--- config.mk ---
export PLATFORM = sky130hd
export DESIGN_NAME = dcache_top
export DESIGN_NICKNAME = d
export VERILOG_FILES = /design/src/logic/dcache_pkg.sv /design/src/logic/dcache_if.sv /design/src/logic/line_store.sv /design/src/logic/plru_tree.sv /design/src/logic/dcache_ctrl.sv /design/src/logic/dcache_top.sv
export VERILOG_INCLUDE_DIRS = /design/src /design/src/include
export SDC_FILE = /design/constraint.sdc
export NUM_CORES = 1
export LEC_CHECK = 0
export BUFFER_PORTS_ARGS = -buffer_cell sky130_fd_sc_hd__buf_2
export CORE_UTILIZATION = 55
export CTS_BUF_LIST = sky130_fd_sc_hd__clkbuf_4
export DETAILED_ROUTE_END_ITERATION = 10
export PLACE_DENSITY = 0.72
export SLEW_MARGIN = 0
export SYNTH_ARGS = -nofsm -noshare
export SYNTH_HDL_FRONTEND = slang
export SYNTH_SLANG_ARGS = --single-unit
--- constraint.sdc ---
create_clock -name clk -period 10.2 [get_ports clk]
set_clock_uncertainty 0.1 [all_clocks]
set_input_delay 1.53 -clock clk [delete_from_list [all_inputs] [get_ports clk]]
set_output_delay 1.53 -clock clk [all_outputs]
set_load 0.02 [all_outputs]
--- src/include/dcache_cfg.svh ---
`ifndef DCACHE_CFG_SVH
`define DCACHE_CFG_SVH

// word address, no byte offset
`define ADDR_W 10

// one 32-bit word per line
`define DATA_W 32

// low address bits pick the set
`define SET_W 3

// the rest of the address is the tag
`define TAG_W (`ADDR_W - `SET_W)

// associativity
// the plru tree assumes exactly four
`define WAYS 4
`define WAY_W 2

// cycles a memory strobe stays up
`define MEM_LAT 5

`endif

--- src/logic/dcache_pkg.sv ---
`include "dcache_cfg.svh"

package dcache_pkg;

	// address and data words
	typedef logic [`ADDR_W-1:0] addr_t;
	typedef logic [`DATA_W-1:0] data_t;

	// address fields
	typedef logic [`SET_W-1:0] set_t;
	typedef logic [`TAG_W-1:0] tag_t;

	// way number and plru bits of one set
	typedef logic [`WAY_W-1:0] way_t;
	typedef logic [`WAYS-2:0] tree_t;

	// memory strobe countdown
	// wide enough to hold MEM_LAT-1
	typedef logic [2:0] lat_cnt_t;

	// controller states
	typedef enum logic [2:0] {
		IDLE,
		LOOKUP,
		EVICT,
		REFILL,
		FILL_WRITE,
		RESPOND
	} ctrl_state_t;

endpackage

--- src/logic/dcache_if.sv ---
// lookup and line access between controller and line store
interface way_lookup_if import dcache_pkg::*; ();
	// held request
	set_t set;
	tag_t tag;
	// line read port and write strobe
	way_t sel_way;
	logic wr_line;
	way_t wr_way;
	tag_t wr_tag;
	data_t wr_data;
	logic wr_dirty;
	logic clr_dirty;
	// combinational answers from the store
	logic hit;
	way_t hit_way;
	logic free_found;
	way_t free_way;
	data_t line_data;
	tag_t line_tag;
	logic line_dirty;

	modport ctrl (output set, tag, sel_way, wr_line, wr_way, wr_tag, wr_data, wr_dirty,
		clr_dirty, input hit, hit_way, free_found, free_way, line_data, line_tag, line_dirty);
	modport store (input set, tag, sel_way, wr_line, wr_way, wr_tag, wr_data, wr_dirty,
		clr_dirty, output hit, hit_way, free_found, free_way, line_data, line_tag, line_dirty);
endinterface

// replacement tree access
interface plru_if import dcache_pkg::*; ();
	set_t set;
	logic touch;
	way_t touch_way;
	way_t victim;

	modport ctrl (output set, touch, touch_way, input victim);
	modport tree (input set, touch, touch_way, output victim);
endinterface

--- src/logic/line_store.sv ---
`include "dcache_cfg.svh"

module line_store import dcache_pkg::*; (
	input logic clk,
	input logic rst,
	way_lookup_if.store lk
);

	// per line state, indexed [set][way]
	logic [`WAYS-1:0] valid_q [(1 << `SET_W)];
	logic dirty_mem [(1 << `SET_W)][`WAYS];
	tag_t tag_mem [(1 << `SET_W)][`WAYS];
	data_t data_mem [(1 << `SET_W)][`WAYS];

	// tag compare over the valid ways of the set
	always_comb begin
		lk.hit = 1'b0;
		lk.hit_way = '0;
		for (int w = 0; w < `WAYS; w++) begin
			if (valid_q[lk.set][w] && (tag_mem[lk.set][w] == lk.tag)) begin
				lk.hit = 1'b1;
				lk.hit_way = way_t'(w);
			end
		end
	end

	// lowest invalid way
	// scan downward so the lowest one is kept
	always_comb begin
		lk.free_found = 1'b0;
		lk.free_way = '0;
		for (int w = `WAYS - 1; w >= 0; w--) begin
			if (!valid_q[lk.set][w]) begin
				lk.free_found = 1'b1;
				lk.free_way = way_t'(w);
			end
		end
	end

	// read port on sel_way
	assign lk.line_data = data_mem[lk.set][lk.sel_way];
	assign lk.line_tag = tag_mem[lk.set][lk.sel_way];
	// stale dirty bit of an invalid line never counts
	assign lk.line_dirty = valid_q[lk.set][lk.sel_way] & dirty_mem[lk.set][lk.sel_way];

	// valid bits, cleared on reset
	always_ff @(posedge clk) begin
		if (!rst) begin
			for (int s = 0; s < (1 << `SET_W); s++) begin
				valid_q[s] <= '0;
			end
		end else if (lk.wr_line) begin
			valid_q[lk.set][lk.wr_way] <= 1'b1;
		end
	end

	// tag and data words
	always_ff @(posedge clk) begin
		if (lk.wr_line) begin
			tag_mem[lk.set][lk.wr_way] <= lk.wr_tag;
			data_mem[lk.set][lk.wr_way] <= lk.wr_data;
		end
	end

	// dirty bits
	// a line write wins over a clear of the same line
	always_ff @(posedge clk) begin
		if (lk.clr_dirty) begin
			dirty_mem[lk.set][lk.sel_way] <= 1'b0;
		end
		if (lk.wr_line) begin
			dirty_mem[lk.set][lk.wr_way] <= lk.wr_dirty;
		end
	end

endmodule

--- src/logic/plru_tree.sv ---
`include "dcache_cfg.svh"

module plru_tree import dcache_pkg::*; (
	input logic clk,
	input logic rst,
	plru_if.tree lru
);

	// one tree per set
	// bit 0 picks the half, bit 1 the pair 0/1, bit 2 the pair 2/3
	tree_t tree_q [(1 << `SET_W)];
	tree_t cur_tree;
	tree_t next_tree;

	assign cur_tree = tree_q[lru.set];

	// follow the bits down to a leaf
	always_comb begin
		if (!cur_tree[0]) begin
			lru.victim = {1'b0, cur_tree[1]};
		end else begin
			lru.victim = {1'b1, cur_tree[2]};
		end
	end

	// point every bit on the touched path away from it
	always_comb begin
		next_tree = cur_tree;
		if (!lru.touch_way[1]) begin
			// touched the lower pair, evict from the upper half next
			next_tree[0] = 1'b1;
			next_tree[1] = ~lru.touch_way[0];
		end else begin
			next_tree[0] = 1'b0;
			next_tree[2] = ~lru.touch_way[0];
		end
	end

	// all zero after reset, so way 0 is the first victim
	always_ff @(posedge clk) begin
		if (!rst) begin
			for (int s = 0; s < (1 << `SET_W); s++) begin
				tree_q[s] <= '0;
			end
		end else if (lru.touch) begin
			tree_q[lru.set] <= next_tree;
		end
	end

endmodule

--- src/logic/dcache_ctrl.sv ---
`include "dcache_cfg.svh"

module dcache_ctrl import dcache_pkg::*; (
	input logic clk,
	input logic rst,
	input logic rd_en,
	input logic wr_en,
	input addr_t addr,
	input data_t wr_data,
	output data_t rd_data,
	output logic busy,
	output logic valid,
	output logic mem_rd_en,
	output logic mem_wr_en,
	output addr_t mem_addr,
	output data_t mem_wr_data,
	input data_t mem_rd_data,
	way_lookup_if.ctrl lk,
	plru_if.ctrl lru
);

	ctrl_state_t state_q;
	lat_cnt_t cnt_q;
	logic is_wr_q;
	logic accept;
	logic victim_dirty;
	logic mem_last;
	// held request
	addr_t addr_q;
	data_t wdata_q;
	set_t req_set;
	tag_t req_tag;
	// way picked in LOOKUP, kept for the memory phases
	way_t pick_way;
	way_t way_q;
	data_t rd_q;

	// exactly one strobe, and only while idle
	assign accept = (state_q == IDLE) && (rd_en ^ wr_en);

	assign req_set = addr_q[`SET_W-1:0];
	assign req_tag = addr_q[`ADDR_W-1:`SET_W];

	// hit first, then an empty way, then the plru victim
	always_comb begin
		if (lk.hit) begin
			pick_way = lk.hit_way;
		end else if (lk.free_found) begin
			pick_way = lk.free_way;
		end else begin
			pick_way = lru.victim;
		end
	end

	// only a real victim can need a write-back
	assign victim_dirty = !lk.hit && !lk.free_found && lk.line_dirty;
	assign mem_last = (cnt_q == '0);

	// store and tree requests
	always_comb begin
		lk.set = req_set;
		lk.tag = req_tag;
		lk.sel_way = (state_q == LOOKUP) ? pick_way : way_q;
		lk.wr_way = (state_q == LOOKUP) ? pick_way : way_q;
		lk.wr_tag = req_tag;
		// refill brings memory data, every other fill is the core's word
		lk.wr_data = (state_q == REFILL) ? mem_rd_data : wdata_q;
		// core writes leave the line dirty, refills leave it clean
		lk.wr_dirty = is_wr_q;
		lk.wr_line = ((state_q == LOOKUP) && is_wr_q && (lk.hit || lk.free_found)) ||
			((state_q == REFILL) && mem_last) ||
			(state_q == FILL_WRITE);
		lk.clr_dirty = (state_q == EVICT) && mem_last;
		lru.set = req_set;
		lru.touch = (state_q == LOOKUP);
		lru.touch_way = pick_way;
	end

	// state and memory countdown
	always_ff @(posedge clk) begin
		if (!rst) begin
			state_q <= IDLE;
			cnt_q <= '0;
			is_wr_q <= 1'b0;
		end else begin
			case (state_q)
				IDLE: begin
					if (accept) begin
						is_wr_q <= wr_en;
						state_q <= LOOKUP;
					end
				end
				LOOKUP: begin
					if (lk.hit || (is_wr_q && lk.free_found)) begin
						state_q <= RESPOND;
					end else if (victim_dirty) begin
						cnt_q <= lat_cnt_t'(`MEM_LAT - 1);
						state_q <= EVICT;
					end else if (is_wr_q) begin
						// clean victim, just overwrite it
						state_q <= FILL_WRITE;
					end else begin
						cnt_q <= lat_cnt_t'(`MEM_LAT - 1);
						state_q <= REFILL;
					end
				end
				EVICT: begin
					if (!mem_last) begin
						cnt_q <= cnt_q - 1'b1;
					end else if (is_wr_q) begin
						state_q <= FILL_WRITE;
					end else begin
						cnt_q <= lat_cnt_t'(`MEM_LAT - 1);
						state_q <= REFILL;
					end
				end
				REFILL: begin
					if (mem_last) begin
						state_q <= RESPOND;
					end else begin
						cnt_q <= cnt_q - 1'b1;
					end
				end
				FILL_WRITE: state_q <= RESPOND;
				RESPOND: state_q <= IDLE;
				default: state_q <= IDLE;
			endcase
		end
	end

	// request, way and read word
	always_ff @(posedge clk) begin
		if (accept) begin
			addr_q <= addr;
			wdata_q <= wr_data;
		end
		if (state_q == LOOKUP) begin
			way_q <= pick_way;
		end
		if ((state_q == LOOKUP) && lk.hit) begin
			rd_q <= lk.line_data;
		end else if ((state_q == REFILL) && mem_last) begin
			rd_q <= mem_rd_data;
		end
	end

	assign busy = (state_q != IDLE);
	assign valid = (state_q == RESPOND);
	assign rd_data = rd_q;
	// one strobe at a time, both held for the whole countdown
	assign mem_rd_en = (state_q == REFILL);
	assign mem_wr_en = (state_q == EVICT);
	// victim line address is its own tag with the set
	assign mem_addr = (state_q == EVICT) ? {lk.line_tag, req_set} : addr_q;
	assign mem_wr_data = lk.line_data;

endmodule

--- src/logic/dcache_top.sv ---
module dcache_top import dcache_pkg::*; (
	input logic clk,
	input logic rst,
	// core side
	input logic rd_en,
	input logic wr_en,
	input addr_t addr,
	input data_t wr_data,
	output data_t rd_data,
	output logic busy,
	output logic valid,
	// memory side
	output logic mem_rd_en,
	output logic mem_wr_en,
	output addr_t mem_addr,
	output data_t mem_wr_data,
	input data_t mem_rd_data
);

	way_lookup_if lk ();
	plru_if lru ();

	// request FSM, drives every memory strobe
	dcache_ctrl u_ctrl (
		.clk (clk),
		.rst (rst),
		.rd_en (rd_en),
		.wr_en (wr_en),
		.addr (addr),
		.wr_data (wr_data),
		.rd_data (rd_data),
		.busy (busy),
		.valid (valid),
		.mem_rd_en (mem_rd_en),
		.mem_wr_en (mem_wr_en),
		.mem_addr (mem_addr),
		.mem_wr_data (mem_wr_data),
		.mem_rd_data (mem_rd_data),
		.lk (lk.ctrl),
		.lru (lru.ctrl)
	);

	// tags, state bits and data words
	line_store u_store (
		.clk (clk),
		.rst (rst),
		.lk (lk.store)
	);

	// replacement bits per set
	plru_tree u_plru (
		.clk (clk),
		.rst (rst),
		.lru (lru.tree)
	);

endmodule

==> qor.yml <==
status: "finished clean"
htreeDepth: 5
crit_arrival_ns: 7.35
r2r-end: "u_store.data_mem[1][83]$_DFFE_PP_"
clockBufferDepth: 4
track_usage: 0.283
setup_slack_ns: 1.22
initial_core_util: 0.558
fin_crit_ns: 8.98
seq_area_sq_mm: 0.0423
post-place-ws_ns: 2.45
rsz0062_at_grt: "false"
cts_hold_buf: 0
cts_tree: "yes"
ys.flop_type: "edfxtp_1"
yosysMostFrequentCell: "edfxtp_1"
fin_crit_sh: 0.881
critPathMaxFanout: 112
path_class: "reg2out"
multiInputGateArea_sq_mm: 0.0141
wl_um: 146000
first_global_vias: 32500
drt_iter0_markers: 3840
pin_count: 156
cts_buffers: 367
die_w_um: 324
yosys_warnings: 0
clock_latency_ns: 1.20
ys_types: 66
relSlewSlack: 0.100
fill_cells: 7181
grt_antenna_before_repair: 3
ys_async_sr_fraction: 0
hp-start: "u_store.valid_q[7][1]$_DFF_P_"
ir_drop_mv: 0.304
start_kind: "register"
end_kind: "primary output"
reg2reg_setup_slack_ns: 2.62
leakage_nw: 21.2
cts.sinks: 1422
viasPerCell: 6.34
yosysSeqAreaShare: 0.742
dp_hpwl_um: 78600
dieArea_sq_mm: 0.105
synth_cells: 3056
drive_above_1_share: 0.333
coreArea_sq_mm: 0.102
wl_per_cell_um: 28.8
nets: 3548
worstPathRequired_ns: 8.57
grt_first_pass_wirelength_um: 211000
synth_fp_nets: 3136
drv_cap: 0
yosysTopAreaCellShare: 0.726
cts_root_buf: "clkbuf_4"
grt_overflow_total: 0
portBuffers: 155
vias: 32200
area_growth_pct: 12.1
synth_area_leaders: "edfxtp_1 (73%), mux4_2 (10%), mux2_2 (3.0%)"
ant_nets: 0
fin_hold_ws_ns: 0.356
fmaxAchievable_ghz: 0.111
synth_top_cell_by_area: "edfxtp_1"
ys_ff_latch: 1422
synthTopCellsByCount: "edfxtp_1 (1378), mux4_2 (260), nand2_1 (203)"
synth_area_sq_mm: 0.0570
cts_resized: 0
tightest_slew_ns: 1.35
clk_pin_slew_ns: 0.08
grt_start_max_net_pins: 115
worstHoldPathCells: 2
hp-class: "reg2reg"
die_y_um: 324
whs_endpoint: "u_store.valid_q[7][1]$_DFF_P_"
drc: 0
gp_congestion: 0.841
slew_violations: 0
postCtsSetupBuffers: 0
powerDensity_mw_per_mm2: 272
synth_edf_count: 1378
rows: 117
r2r_cells: 15
hold_violations: 0
firstDrtPassIters: 6
setup_tns_ns: 0
setup_viol_count_final: 0
synth_area_per_cell_sq_um: 18.6
-- report_power, final --
group,switching [mW],internal [mW],total (mW)
Clock,2.20,2.35,4.55
Sequential,0.164,7.01,7.17
Combinational,3.58,2.05,5.64
-- registers in the layout (all words and copies together) (netlist names), named ones only --
signal / flops
u_store.tag_mem: 224
u_ctrl.rd_data: 32
u_store.dirty_mem: 32
u_store.valid_q: 32
u_store.data_mem: 1024
u_ctrl.way_q: 2
u_ctrl.cnt_q: 3
u_plru.tree_q: 24
u_ctrl.lk.wr_dirty: 1
u_ctrl.wdata_q: 32
u_ctrl.addr_q: 10
u_ctrl.state_q: 3
-- placed cells by master, fill, tap and decap left out, drive strengths merged, types with 8 or more instances in the layout --
cell / n
a32oi: 19
a22o: 8
nor3: 19
clkinv: 101
o221ai: 45
nor2: 177
o211a: 19
clkbuf: 503
a22oi: 14
nand2b: 11
o21ai: 74
a21oi: 73
edfxtp: 1378
nand2: 203
xor2: 14
mux2i: 115
o31ai: 9
inv: 18
dfxtp: 44
mux2: 155
and2: 26
nor2b: 9
mux4: 260
o211ai: 41
o21a: 24
a211o: 22
nand3: 21
buf: 234
-- worst max-delay path by stage --
stage,start,end,cells after the start,slack (ns)
floorplan,register,u_store.data_mem[3][32]$_DFFE_PP_,14,4.58
global placement,register,mem_addr[5],14,2.57
detailed placement,register,mem_wr_data[8],14,2.45
CTS,register,mem_addr[5],14,1.11
global route,register,mem_addr[5],14,0.71
finish,register,mem_addr[6],14,1.22
-- routing by layer --
layer  vias to the layer above  global-route usage  routed length [um]
li1                      13400                   -                   -
met1                     16600               0.387               56000
met2                      1963               0.443               70300
met3                       288              0.0619               15000
met4                         2               0.116                5030
met5                         -                   0                  14
-- critical path: stages (launching register included) --
cell and delay, ns:
dfxtp_4 0.88, buf_12 0.60, mux4_2 0.59, mux2i_1 0.22
xnor2_1 0.09, a2111oi_1 0.46, nand4_1 0.25, nand3b_1 0.15
nand2_1 0.32, o21bai_4 1.04, inv_1 0.17, buf_4 0.36
and3_1 0.23, o31ai_1 0.43, buf_2 0.26
-- final cells by class --
class                      instances  share of cell area
timing repair buffer             234              0.0218
inverter                           9            0.000607
antenna                            1           0.0000392
tap                             1368              0.0268
multi-input combinational       1434               0.221
clock inverter                   114             0.00848
sequential                      1422               0.662
clock buffer                     503              0.0591
-- metrics by stage --
step / cell area, sq um / total power [mW] / cells / util
after floorplan: 57000 / 11.1 / 3056 / -
after global routing: 63900 / 18.1 / 5085 / 0.625
after detailed placement: 59600 / 12.9 / 4467 / 0.583
final: 63900 / 17.4 / 5085 / 0.625
after global placement: 59600 / 12.8 / 4467 / 0.583
after CTS: 63900 / 17.4 / 5084 / 0.625
-- kinds of logic (layout without fill, tap and decap cells) --
family / count (synthesis) / count (layout) / share of synthesized area
AOI/OAI and AO/OA: 378 / 378 / 0.0470
buffers and inverters: 200 / 860 / 0.0151
xor gates and xnor gates: 21 / 21 / 0.00323
DFF: 1422 / 1422 / 0.742
adders and majority gates: 2 / 2 / 0.000439
muxes: 530 / 530 / 0.154
other: 0 / 1 / 0
and+or+nand+nor: 503 / 503 / 0.0388
(Power assumes the default switching activity.)
